<file path="src/hw/id_defines.svh">
`ifndef ID_DEFINES_SVH
`define ID_DEFINES_SVH

// widths
`define REG_W        32
`define REG_ADDR_W   5
`define INST_W       32

`define NOP_REG_ADDR 5'b00000

// major opcodes, inst[31:26]
`define OP_SPECIAL   6'b000000
`define OP_ORI       6'b001101
`define OP_ANDI      6'b001100
`define OP_XORI      6'b001110
`define OP_LUI       6'b001111
`define OP_ADDI      6'b001000
`define OP_ADDIU     6'b001001
`define OP_SLTI      6'b001010
`define OP_SLTIU     6'b001011

// SPECIAL function codes, inst[5:0]
`define FN_OR        6'b100101
`define FN_AND       6'b100100
`define FN_XOR       6'b100110
`define FN_NOR       6'b100111
`define FN_SLL       6'b000000
`define FN_SRL       6'b000010
`define FN_SRA       6'b000011
`define FN_SLLV      6'b000100
`define FN_SRLV      6'b000110
`define FN_SRAV      6'b000111
`define FN_ADD       6'b100000
`define FN_ADDU      6'b100001
`define FN_SUB       6'b100010
`define FN_SUBU      6'b100011
`define FN_SLT       6'b101010
`define FN_SLTU      6'b101011

`endif

</file>
<file path="src/hw/id_pkg.sv">
`default_nettype none

`include "id_defines.svh"

package id_pkg;

    typedef enum logic [7:0] {
        ALU_NOP   = 8'b0000_0000,
        ALU_OR    = 8'b0010_0101,
        ALU_AND   = 8'b0010_0100,
        ALU_XOR   = 8'b0010_0110,
        ALU_NOR   = 8'b0010_0111,
        ALU_SLL   = 8'b0111_1100,
        ALU_SRL   = 8'b0000_0010,
        ALU_SRA   = 8'b0000_0011,
        ALU_ADD   = 8'b0010_0000,
        ALU_ADDU  = 8'b0010_0001,
        ALU_ADDI  = 8'b0101_0101,
        ALU_ADDIU = 8'b0101_0110,
        ALU_SUB   = 8'b0010_0010,
        ALU_SUBU  = 8'b0010_0011,
        ALU_SLT   = 8'b0010_1010,
        ALU_SLTU  = 8'b0010_1011
    } aluop_e;

    typedef enum logic [2:0] {
        SEL_NOP   = 3'b000,
        SEL_LOGIC = 3'b001,
        SEL_SHIFT = 3'b010,
        SEL_ARITH = 3'b100
    } alusel_e;

    typedef enum logic [1:0] {
        IMM_ZERO_EXT = 2'd0,
        IMM_SIGN_EXT = 2'd1,
        IMM_UPPER    = 2'd2,
        IMM_SHAMT    = 2'd3
    } imm_kind_e;

    typedef struct packed {
        aluop_e                 aluop;
        alusel_e                alusel;
        imm_kind_e              imm_kind;
        logic                   reg1_ren;
        logic                   reg2_ren;
        logic                   wreg;
        logic [`REG_ADDR_W-1:0] waddr;
        logic                   inst_valid;
    } dec_ctrl_t;

    // pending write of a later stage
    typedef struct packed {
        logic                   wreg;
        logic [`REG_ADDR_W-1:0] waddr;
        logic [`REG_W-1:0]      wdata;
    } wb_fwd_t;

    typedef struct packed {
        aluop_e                 aluop;
        alusel_e                alusel;
        logic [`REG_W-1:0]      reg1_data;
        logic [`REG_W-1:0]      reg2_data;
        logic [`REG_ADDR_W-1:0] waddr;
        logic                   wreg;
        logic                   inst_valid;
    } id_ex_t;

endpackage

`default_nettype wire

</file>
<file path="src/hw/id_stage.sv">
`default_nettype none
`timescale 1ns/10ps

`include "id_defines.svh"

module id_stage (
    input  logic                   clk,
    input  logic                   arst_n_i,
    input  logic [`INST_W-1:0]     inst_i,
    input  id_pkg::wb_fwd_t        ex_fwd_i,
    input  id_pkg::wb_fwd_t        mem_fwd_i,
    input  logic [`REG_W-1:0]      reg1_data_i,
    input  logic [`REG_W-1:0]      reg2_data_i,
    output logic [`REG_ADDR_W-1:0] reg1_addr_o,
    output logic                   reg1_ren_o,
    output logic [`REG_ADDR_W-1:0] reg2_addr_o,
    output logic                   reg2_ren_o,
    output id_pkg::id_ex_t         id_ex_o
);

    localparam id_pkg::id_ex_t ID_EX_RST = '{
        aluop:      id_pkg::ALU_NOP,
        alusel:     id_pkg::SEL_NOP,
        reg1_data:  '0,
        reg2_data:  '0,
        waddr:      `NOP_REG_ADDR,
        wreg:       1'b0,
        inst_valid: 1'b0
    };

    id_pkg::dec_ctrl_t  ctrl;
    logic [`REG_W-1:0]  imm;
    id_pkg::id_ex_t     id_ex_d;

    inst_decoder i_dec (
        .inst_i (inst_i),
        .ctrl_o (ctrl)
    );

    imm_gen i_imm (
        .inst_i     (inst_i),
        .imm_kind_i (ctrl.imm_kind),
        .imm_o      (imm)
    );

    // regfile read side, same cycle
    assign reg1_addr_o = inst_i[25:21];
    assign reg2_addr_o = inst_i[20:16];
    assign reg1_ren_o  = ctrl.reg1_ren;
    assign reg2_ren_o  = ctrl.reg2_ren;

    operand_fwd i_fwd_rs (
        .ren_i     (ctrl.reg1_ren),
        .raddr_i   (reg1_addr_o),
        .rf_data_i (reg1_data_i),
        .imm_i     (imm),
        .ex_fwd_i  (ex_fwd_i),
        .mem_fwd_i (mem_fwd_i),
        .operand_o (id_ex_d.reg1_data)
    );

    operand_fwd i_fwd_rt (
        .ren_i     (ctrl.reg2_ren),
        .raddr_i   (reg2_addr_o),
        .rf_data_i (reg2_data_i),
        .imm_i     (imm),
        .ex_fwd_i  (ex_fwd_i),
        .mem_fwd_i (mem_fwd_i),
        .operand_o (id_ex_d.reg2_data)
    );

    assign id_ex_d.aluop      = ctrl.aluop;
    assign id_ex_d.alusel     = ctrl.alusel;
    assign id_ex_d.waddr      = ctrl.waddr;
    assign id_ex_d.wreg       = ctrl.wreg;
    assign id_ex_d.inst_valid = ctrl.inst_valid;

    // ID/EX pipeline register
    always_ff @(posedge clk or negedge arst_n_i) begin
        if (!arst_n_i) begin
            id_ex_o <= ID_EX_RST;
        end else begin
            id_ex_o <= id_ex_d;
        end
    end

endmodule

`default_nettype wire

</file>
<file path="src/hw/imm_gen.sv">
`default_nettype none
`timescale 1ns/10ps

`include "id_defines.svh"

module imm_gen (
    input  logic [`INST_W-1:0] inst_i,
    input  id_pkg::imm_kind_e  imm_kind_i,
    output logic [`REG_W-1:0]  imm_o
);

    logic [15:0] imm16;

    assign imm16 = inst_i[15:0];

    always_comb begin
        case (imm_kind_i)
            id_pkg::IMM_ZERO_EXT:
                imm_o = {{(`REG_W-16){1'b0}}, imm16};
            id_pkg::IMM_SIGN_EXT:
                imm_o = {{(`REG_W-16){imm16[15]}}, imm16};
            id_pkg::IMM_UPPER:
                imm_o = {imm16, {(`REG_W-16){1'b0}}}; // lui
            id_pkg::IMM_SHAMT:
                imm_o = {{(`REG_W-5){1'b0}}, inst_i[10:6]};
            default:
                imm_o = '0;
        endcase
    end

endmodule

`default_nettype wire

</file>
<file path="src/hw/inst_decoder.sv">
`default_nettype none
`timescale 1ns/10ps

`include "id_defines.svh"

module inst_decoder (
    input  logic [`INST_W-1:0] inst_i,
    output id_pkg::dec_ctrl_t  ctrl_o
);

    logic [5:0]             opcode;
    logic [5:0]             funct;
    logic [`REG_ADDR_W-1:0] rt;
    logic [`REG_ADDR_W-1:0] rd;
    logic [4:0]             shamt;
    logic                   imm_op;
    logic                   const_shift;

    assign opcode = inst_i[31:26];
    assign rt     = inst_i[20:16];
    assign rd     = inst_i[15:11];
    assign shamt  = inst_i[10:6];
    assign funct  = inst_i[5:0];

    assign imm_op = opcode inside {`OP_ORI, `OP_ANDI, `OP_XORI, `OP_LUI,
                                   `OP_ADDI, `OP_ADDIU, `OP_SLTI, `OP_SLTIU};

    // sll/srl/sra, op and rs all zero
    assign const_shift = (inst_i[31:21] == 11'd0) &&
                         (funct inside {`FN_SLL, `FN_SRL, `FN_SRA});

    always_comb begin
        ctrl_o.aluop      = id_pkg::ALU_NOP;
        ctrl_o.alusel     = id_pkg::SEL_NOP;
        ctrl_o.imm_kind   = id_pkg::IMM_ZERO_EXT;
        ctrl_o.reg1_ren   = 1'b0;
        ctrl_o.reg2_ren   = 1'b0;
        ctrl_o.wreg       = 1'b0;
        ctrl_o.waddr      = rd;
        ctrl_o.inst_valid = 1'b0;

        if (opcode == `OP_SPECIAL && shamt == 5'd0) begin
            ctrl_o.inst_valid = 1'b1;
            case (funct)
                `FN_OR, `FN_AND, `FN_XOR, `FN_NOR:
                    ctrl_o.alusel = id_pkg::SEL_LOGIC;
                `FN_SLLV, `FN_SRLV, `FN_SRAV:
                    ctrl_o.alusel = id_pkg::SEL_SHIFT;
                `FN_ADD, `FN_ADDU, `FN_SUB, `FN_SUBU, `FN_SLT, `FN_SLTU:
                    ctrl_o.alusel = id_pkg::SEL_ARITH;
                default:
                    ctrl_o.inst_valid = 1'b0; // hi/lo, mult, movn/movz, sync
            endcase
            case (funct)
                `FN_OR:   ctrl_o.aluop = id_pkg::ALU_OR;
                `FN_AND:  ctrl_o.aluop = id_pkg::ALU_AND;
                `FN_XOR:  ctrl_o.aluop = id_pkg::ALU_XOR;
                `FN_NOR:  ctrl_o.aluop = id_pkg::ALU_NOR;
                `FN_SLLV: ctrl_o.aluop = id_pkg::ALU_SLL;
                `FN_SRLV: ctrl_o.aluop = id_pkg::ALU_SRL;
                `FN_SRAV: ctrl_o.aluop = id_pkg::ALU_SRA;
                `FN_ADD:  ctrl_o.aluop = id_pkg::ALU_ADD;
                `FN_ADDU: ctrl_o.aluop = id_pkg::ALU_ADDU;
                `FN_SUB:  ctrl_o.aluop = id_pkg::ALU_SUB;
                `FN_SUBU: ctrl_o.aluop = id_pkg::ALU_SUBU;
                `FN_SLT:  ctrl_o.aluop = id_pkg::ALU_SLT;
                `FN_SLTU: ctrl_o.aluop = id_pkg::ALU_SLTU;
                default:  ctrl_o.aluop = id_pkg::ALU_NOP;
            endcase
            ctrl_o.reg1_ren = ctrl_o.inst_valid;
            ctrl_o.reg2_ren = ctrl_o.inst_valid;
            ctrl_o.wreg     = ctrl_o.inst_valid;
        end

        if (imm_op) begin
            case (opcode)
                `OP_ORI, `OP_ANDI, `OP_XORI: begin
                    ctrl_o.alusel   = id_pkg::SEL_LOGIC;
                    ctrl_o.imm_kind = id_pkg::IMM_ZERO_EXT;
                end
                `OP_LUI: begin
                    ctrl_o.alusel   = id_pkg::SEL_LOGIC;
                    ctrl_o.imm_kind = id_pkg::IMM_UPPER;
                end
                default: begin
                    ctrl_o.alusel   = id_pkg::SEL_ARITH;
                    ctrl_o.imm_kind = id_pkg::IMM_SIGN_EXT;
                end
            endcase
            case (opcode)
                `OP_ORI:   ctrl_o.aluop = id_pkg::ALU_OR;
                `OP_LUI:   ctrl_o.aluop = id_pkg::ALU_OR;  // imm already shifted up
                `OP_ANDI:  ctrl_o.aluop = id_pkg::ALU_AND;
                `OP_XORI:  ctrl_o.aluop = id_pkg::ALU_XOR;
                `OP_ADDI:  ctrl_o.aluop = id_pkg::ALU_ADDI;
                `OP_ADDIU: ctrl_o.aluop = id_pkg::ALU_ADDIU;
                `OP_SLTI:  ctrl_o.aluop = id_pkg::ALU_SLT;
                default:   ctrl_o.aluop = id_pkg::ALU_SLTU;
            endcase
            ctrl_o.reg1_ren   = 1'b1;
            ctrl_o.wreg       = 1'b1;
            ctrl_o.waddr      = rt;
            ctrl_o.inst_valid = 1'b1;
        end

        // constant shifts win over the opcode decode
        if (const_shift) begin
            ctrl_o.alusel     = id_pkg::SEL_SHIFT;
            ctrl_o.imm_kind   = id_pkg::IMM_SHAMT;
            ctrl_o.reg1_ren   = 1'b0;             // port 1 carries shamt
            ctrl_o.reg2_ren   = 1'b1;
            ctrl_o.wreg       = 1'b1;
            ctrl_o.waddr      = rd;
            ctrl_o.inst_valid = 1'b1;
            case (funct)
                `FN_SLL: ctrl_o.aluop = id_pkg::ALU_SLL;
                `FN_SRL: ctrl_o.aluop = id_pkg::ALU_SRL;
                default: ctrl_o.aluop = id_pkg::ALU_SRA;
            endcase
        end
    end

endmodule

`default_nettype wire

</file>
<file path="src/hw/operand_fwd.sv">
`default_nettype none
`timescale 1ns/10ps

`include "id_defines.svh"

module operand_fwd (
    input  logic                   ren_i,
    input  logic [`REG_ADDR_W-1:0] raddr_i,
    input  logic [`REG_W-1:0]      rf_data_i,
    input  logic [`REG_W-1:0]      imm_i,
    input  id_pkg::wb_fwd_t        ex_fwd_i,
    input  id_pkg::wb_fwd_t        mem_fwd_i,
    output logic [`REG_W-1:0]      operand_o
);

    logic ex_hit;
    logic mem_hit;

    // r0 not excluded
    assign ex_hit  = ex_fwd_i.wreg && (ex_fwd_i.waddr == raddr_i);
    assign mem_hit = mem_fwd_i.wreg && (mem_fwd_i.waddr == raddr_i);

    always_comb begin
        if (!ren_i) begin
            operand_o = imm_i;
        end else if (ex_hit) begin
            operand_o = ex_fwd_i.wdata;   // youngest result first
        end else if (mem_hit) begin
            operand_o = mem_fwd_i.wdata;
        end else begin
            operand_o = rf_data_i;
        end
    end

endmodule

`default_nettype wire

</file>
<file path="config.mk">
export PLATFORM = sky130hd
export DESIGN_NAME = id_stage
export DESIGN_NICKNAME = d
export VERILOG_FILES = /design/src/hw/id_pkg.sv /design/src/hw/id_stage.sv /design/src/hw/imm_gen.sv /design/src/hw/inst_decoder.sv /design/src/hw/operand_fwd.sv
export VERILOG_INCLUDE_DIRS = /design/src /design/src/hw
export SDC_FILE = /design/constraint.sdc
export NUM_CORES = 1
export LEC_CHECK = 0
export BUFFER_PORTS_ARGS = -buffer_cell sky130_fd_sc_hd__buf_2
export CAP_MARGIN = 20
export CORE_MARGIN = 2
export CORE_UTILIZATION = 45
export DETAILED_ROUTE_END_ITERATION = 16
export PLACE_DENSITY_LB_ADDON = 0.3
export SYNTH_ARGS = -nofsm -noshare
export SYNTH_HDL_FRONTEND = slang
export SYNTH_SLANG_ARGS = --single-unit
export TNS_END_PERCENT = 1
</file>
<file path="constraint.sdc">
create_clock -name clk -period 1.8 [get_ports clk]
set_input_delay 0.27 -clock clk [delete_from_list [all_inputs] [get_ports clk]]
set_output_delay 0.27 -clock clk [all_outputs]
set_load 0.02 [all_outputs]
</file>
==> out/metrics.cfg, run 1 <==
[timing]
period_share_pct = 99.5
setup_ws_ps = 8.88
rsz0062_at_grt = true
slew_headroom_pct = 64.1
whs_ps = 173
fin_crit_ps = 1790
worst_slew_pin_slew_ps = 538
drv_slew = 0
setup_viol = 0
max_freq_mhz = 558
hold_viol_final = 0

[power]
pwr_density_cell_nw_per_um2 = 588
vdd_drop_max_mv = 0.368
p_leak_nw = 3.67
power_w = 0.00415

[synthesis]
netlist_area_sq_um = 4820
yosys.area.top_type = dfrtp_1
synth_area_per_cell_sq_um = 9.04
ys_warn_count = 0
async_flop_share_pct = 100
post-synth-top-area-fraction_pct = 41.0
yosys-top-cells-count = 79 x dfrtp_1, 47 x o21ai_0, 38 x nand2_1
synth_fp_nets = 707
yosysMostFrequentCell = dfrtp_1
ys_seq_elements = 79
ys_types = 53
syn-instance-count = 533
synth_top_flop_cell = dfrtp_1
yosysSeqAreaShare_pct = 41.0
yosys-top-cells-area = dfrtp_1 41%, mux2i_1 6.9%, o21ai_0 4.9%
synth_edf_count = 0

[layout]
largest_register_ffs = 79
layout.filler_cells = 861
area_delta_synth_final_pct = 46.6
regMostFlops = id_ex_o
layout.nets = 1017
finish.utilization_pct = 68.1
drive_gt1_share_pct = 46.5
largestRegisters = id_ex_o (79)
antenna_cells = 0
multi_input_area_sq_um = 2560
seq_area_sq_um = 1980

[critical_path]
crit_type = in2out
crit_fanout = 6
critPathMaxStageDelay_ps = 390
startpoint_type = input pin
end_kind = output pin
slowest_stage = o41ai_4
crit_path_cell_trace = buf_2 > nor2_1 > nand3_4 > o41ai_4 > buf_4 > buf_6
arrival_ps = 1520
cp.required_ps = 1530

[global_routing]
grt.busiest_layer = met2
grt_start_max_net_pins = 41
grt_use_total_pct = 33.9
grt_overflow = 0
antenna_found_initial = 0
met2_usage_pct = 58.9
grt_pass1_vias = 5619
grtUsageMet3_pct = 5.39
grt_pass1_wl_um = 29800
grtUsageMet1_pct = 42.7

[cts]
clkSlewWorstSetupHoldPaths_ps = 80
cts_tree = yes
h-tree-depth = 3
cts.sinks = 79
numCtsBuffers = 9
root_buffer = clkbuf_8
clk_path_buf_depth = 2

[route]
totalWireLength_um = 20100
vias = 5830
wl_per_cell_um = 20.4
drtAntennaViolNets = 0
viasPerCell = 5.92
drt_iter0_drc = 506
drc_errors = 0
dr.pass1.iters = 10

[placement]
gp_congestion = 0.987
io_buffers = 266
preCtsSetupSlack_ps = -287
hpwl_um = 15600

[die]
die_area_sq_um = 11500
initial_core_util_pct = 46.4
num_rows = 37
ios = 268
coreArea_sq_um = 10400
die_w_um = 107
die_height_um = 107

[flow_run]
cap_violations = 0

[min_path]
hold_path_class = in2reg

[run_status]
status = finished, final reports clean

-- final timing paths --
| check | cells past startpoint | start | endpoint |
|---|---|---|---|
| worst max-delay path | 6 | inst_i[30] | reg1_ren_o |
| worst min-delay path | 3 | inst_i[17] | id_ex_o[3] |
| max in group asynchronous | 3 | arst_n_i | id_ex_o[2] |
| min in group asynchronous | 2 | arst_n_i | id_ex_o[70] |
-- cells by family (layout without fill, tap and decap cells) --
family / count (synthesis) / after routing / synth area share (%)
other cells: 1 / 1 / 0.0779
simple gates: 159 / 159 / 17.0
flops: 79 / 79 / 41.0
buf+inv: 72 / 387 / 7.09
xor+xnor: 21 / 21 / 3.97
compound gates: 168 / 168 / 23.9
mux: 33 / 33 / 6.86
-- metrics by stage --
| stage | cell area (sq um) | instances | setup TNS (ps) |
|---|---|---|---|
| 6_report | 7060 | 984 | 0 |
| 5_1_grt | 7060 | 984 | -252 |
| 4_1_cts | 6970 | 979 | 0 |
| 3_5_place_dp | 6790 | 961 | -8740 |
| 3_3_place_gp | 6790 | 961 | -4980 |
| 2_1_floorplan | 4820 | 533 | 0 |
-- layer usage --
metal  routed length (um)  share of wire, %
met2                10200                51
met3                 1620               8.1
met4                  534               2.7
met5                    0                 0
met1                 7750                39
-- layout make-up --
cell class / count / area share, %
multi-input cells: 382 / 36.2
well taps: 136 / 2.41
clock inverters: 4 / 0.319
clock buffers: 12 / 1.91
flip-flops and latches: 79 / 28.0
inverters: 11 / 0.585
repair buffers: 360 / 30.5
-- placed cells by master, fill, tap and decap left out, types with 4 or more instances in the layout --
| cell type | instances |
|---|---|
| buf_2 | 263 |
| buf_4 | 86 |
| dfrtp_1 | 79 |
| o21ai_0 | 46 |
| nand2_1 | 37 |
| mux2i_1 | 33 |
| nand4_1 | 27 |
| nor2_1 | 24 |
| a21oi_1 | 23 |
| nor3_1 | 19 |
| a211oi_1 | 17 |
| xnor2_1 | 15 |
| nand3_1 | 14 |
| o221ai_1 | 14 |
| a31oi_1 | 11 |
| a221o_1 | 10 |
| inv_1 | 9 |
| o31ai_1 | 9 |
| clkbuf_8 | 9 |
| and3_1 | 8 |
| o2bb2ai_1 | 8 |
| buf_12 | 8 |
| o22ai_1 | 7 |
| a221oi_1 | 7 |
| nor4_1 | 4 |
| xor2_1 | 4 |
-- critical path, delay by kind of cell --
| kind | cells | cell delay [ps] |
|---|---|---|
| compound gates | 1 | 390 |
| simple gates | 2 | 400 |
| buf+inv | 3 | 440 |
-- timing repair --
item | CTS | global route
resized for setup | 1 | 12
setup buffers | 1 | 5
pin swaps | 3 | 3
hold endpoints to repair | 39 | 0
endpoints found under the setup margin | 2 | 2
hold buffers | 1 | 0
-- power breakdown --
group	total [W]	switching, W	leakage [nW]	internal [W]
Combinational	0.00111	0.000648	2.58	0.000465
Sequential	0.00188	0.0000243	1.01	0.00185
Clock	0.00116	0.000666	0.0801	0.000496
(Power assumes the default switching activity.)
==> run 2: changes to the inputs <==
--- a/config.mk
+++ b/config.mk
@@ -6,10 +6,11 @@
 export SDC_FILE = /design/constraint.sdc
 export NUM_CORES = 1
 export LEC_CHECK = 0
+export ABC_AREA = 1
 export BUFFER_PORTS_ARGS = -buffer_cell sky130_fd_sc_hd__buf_2
 export CAP_MARGIN = 20
 export CORE_MARGIN = 2
-export CORE_UTILIZATION = 45
+export CORE_UTILIZATION = 48
 export DETAILED_ROUTE_END_ITERATION = 16
 export PLACE_DENSITY_LB_ADDON = 0.3
 export SYNTH_ARGS = -nofsm -noshare
==> run 2 against run 1 <==
Sequential power is essentially flat. Flip-flop and latch count unchanged. Setup slack gained 130 ps. Non-clock buffer count is 49 lower. Highest routed layer unchanged.
==> out/metrics.cfg, run 2 <==
[layout]
area_delta_synth_final_pct = 34.0  ; was 46.6%
layout_common_cells = 265 x buf_2, 261 x nand2_1, 128 x nand3_1  ; was 263 x buf_2, 86 x buf_4, 79 x dfrtp_1
largestRegisters = id_ex_o (79)  ; unchanged
drive_gt1_share_pct = 33.9  ; was 46.5%
finish.utilization_pct = 65.8  ; was 68.1%
largest_register_ffs = 79  ; unchanged
layout.nets = 1251  ; was 1017
layoutNonFillerInstCount = 1225  ; was 984
mostFrequentLayoutCell = buf_2  ; unchanged
regMostFlops = id_ex_o  ; unchanged
antenna_cells = 0  ; unchanged

[synthesis]
ys_seq_elements = 79  ; unchanged
synth_area_per_cell_sq_um = 6.82  ; was 9.04 sq um
ys_types = 36  ; was 53
netlist_area_sq_um = 5610  ; was 4820 sq um
ys_warn_count = 0  ; unchanged
yosys.area_share.simple_pct = 48.8  ; was 17.0%
synth_edf_count = 0  ; unchanged
yosysMostFrequentCell = nand2_1  ; was dfrtp_1
yosys-top-cells-count = 261 x nand2_1, 128 x nand3_1, 100 x nand4_1  ; was 79 x dfrtp_1, 47 x o21ai_0, 38 x nand2_1
synth_xor_area_share_pct = 0.312  ; was 3.98%
synth_fa_ha_area_share_pct = 0  ; unchanged
muxShareOfSynthArea_pct = 0  ; was 6.86%
async_flop_share_pct = 100  ; unchanged
yosysSeqAreaShare_pct = 35.3  ; was 41.0%
syn-instance-count = 822  ; was 533
yosys-top-cells-area = dfrtp_1 35%, nand2_1 17%, nand3_1 11%  ; was dfrtp_1 41%, mux2i_1 6.9%, o21ai_0 4.9%
post-synth-top-area-fraction_pct = 35.3  ; was 41.0%
synth_top_flop_cell = dfrtp_1  ; unchanged
synth_compound_area_share_pct = 3.57  ; was 23.9%
synth_top_family_by_area = simple AND/OR/NAND/NOR gates  ; was compound AO/OA/AOI/OAI gates
synth_fp_nets = 996  ; was 707
yosys.area.top_type = dfrtp_1  ; unchanged

[placement]
place_inst = 1208  ; was 961
io_buffers = 266  ; unchanged
hpwl_um = 16300  ; was 15600 um
gp_congestion = 0.952  ; was 0.987

[power]
vdd_drop_max_mv = 0.375  ; was 0.368 mV
pwr_density_cell_nw_per_um2 = 673  ; was 588 nW/um^2
power_w = 0.00505  ; was 0.00415 W
p_leak_nw = 4.42  ; was 3.67 nW

[die]
coreArea_sq_um = 11400  ; was 10400 sq um
ios = 268  ; unchanged
die_area_sq_um = 12600  ; was 11500 sq um
die_w_um = 112  ; was 107 um
die_height_um = 112  ; was 107 um
initial_core_util_pct = 49.1  ; was 46.4%
num_rows = 39  ; was 37

[timing]
drv_slew = 0  ; unchanged
whs_ps = 196  ; was 173 ps
max_freq_mhz = 602  ; was 558 MHz
hold_viol_final = 0  ; unchanged
finalSetupTns_ps = 0  ; unchanged
rsz0062_at_grt = false  ; was true
setup_viol = 0  ; unchanged
fin_crit_ps = 1660  ; was 1790 ps
period_share_pct = 92.2  ; was 99.5%

[run_status]
status = finished, final reports clean  ; unchanged

[cts]
clk_path_buf_depth = 2  ; unchanged
numCtsBuffers = 9  ; unchanged
root_buffer = clkbuf_16  ; was clkbuf_8
cts.sinks = 79  ; unchanged
clkSlewWorstSetupHoldPaths_ps = 60  ; was 80 ps
h-tree-depth = 3  ; unchanged
cts_tree = yes  ; unchanged
post_cts_buffers = 0  ; was 1

[critical_path]
end_kind = output pin  ; unchanged
crit_path_start = inst_i[30]  ; unchanged
crit_fanout = 10  ; was 6
startpoint_type = input pin  ; unchanged
crit_type = in2out  ; unchanged
critPathCapture = reg1_ren_o  ; unchanged
cp.required_ps = 1530  ; about the same
arrival_ps = 1390  ; was 1520 ps

[route]
wl_met3_um = 2490  ; was 1620 um
highest_layer = met4  ; unchanged
viasPerCell = 5.64  ; was 5.92
wl_met1_um = 8340  ; was 7750 um
drt_iter0_drc = 781  ; was 506
dr.pass1.iters = 6  ; was 10
drtAntennaViolNets = 0  ; unchanged
vias = 6907  ; was 5830
drc_errors = 0  ; unchanged
route.met2.wl_um = 10200  ; about the same
wl_per_cell_um = 17.6  ; was 20.4 um
totalWireLength_um = 21600  ; was 20100 um

[global_routing]
grt_pass1_vias = 6347  ; was 5619
grt_start_max_net_pins = 41  ; unchanged
antenna_found_initial = 0  ; unchanged
grt_use_total_pct = 33.3  ; was 33.9%
grt_pass1_wl_um = 32900  ; was 29800 um
grt_overflow = 0  ; unchanged

[flow_run]
cap_violations = 0  ; unchanged

[min_path]
min_path_cells = 3  ; unchanged
worstHoldStart = inst_i[15]  ; was inst_i[17]
hold_path_class = in2reg  ; unchanged

[run 2: worst max-delay path, cell delays in order]
cell     delay (ps)
buf_2           110
nor2_4          240
nand3_4         150
nor2_8          170
nand2_4         110
nand2_8         120
buf_2           210
[run 2: stage by stage]
stage          instance area [sq um]  setup slack [ps]
6_report                        7510               140
2_1_floorplan                   5610               433
3_3_place_gp                    7190               167
5_1_grt                         7510              67.1
4_1_cts                         7510               148
3_5_place_dp                    7190               125
[run 2: layout make-up]
class                   instances  area [sq um]
clock buffers                  13           270
flip-flops and latches         79          1980
well taps                     143           179
multi-input cells             605          2980
clock inverters                 3          40.0
repair buffers                311          1800
inverters                      71           272
fillers                      1018          3910
[run 2: what timing repair did]
| action | in CTS | in global routing |
|---|---|---|
| endpoints found under the hold margin | 11 | 0 |
| hold buffers | 1 | 0 |
| resized for setup | 0 | 0 |
[run 2: cell families after synthesis]
logic type,Yosys count
buffers and inverters,138
AOI/OAI and AO/OA,38
and+or+nand+nor,564
other,1
xor gates and xnor gates,2
DFF,79
[run 2: per-layer routing]
| metal | vias to the layer above | GRT usage (%) |
|---|---|---|
| li1 | 3245 | - |
| met1 | 3100 | 44.3 |
| met2 | 512 | 54.4 |
| met3 | 50 | 7.72 |
| met4 | 0 | 10.7 |
| met5 | - | 0 |
[run 2: worst min-delay path by stage]
| stage | to | slack (ps) |
|---|---|---|
| 2_1_floorplan | id_ex_o[0] | -30 |
| 5_1_grt | id_ex_o[5] | 210 |
| 3_5_place_dp | id_ex_o[76] | 120 |
| 3_3_place_gp | id_ex_o[76] | 120 |
| 4_1_cts | id_ex_o[6] | 190 |
| 6_report | id_ex_o[6] | 200 |
[run 2: power by group]
group          internal (W)  switching, W  leakage [nW]
Sequential          0.00186     0.0000246          1.01
Clock               0.00118      0.000710         0.156
Combinational      0.000452      0.000826          3.25
Total               0.00349       0.00156          4.42
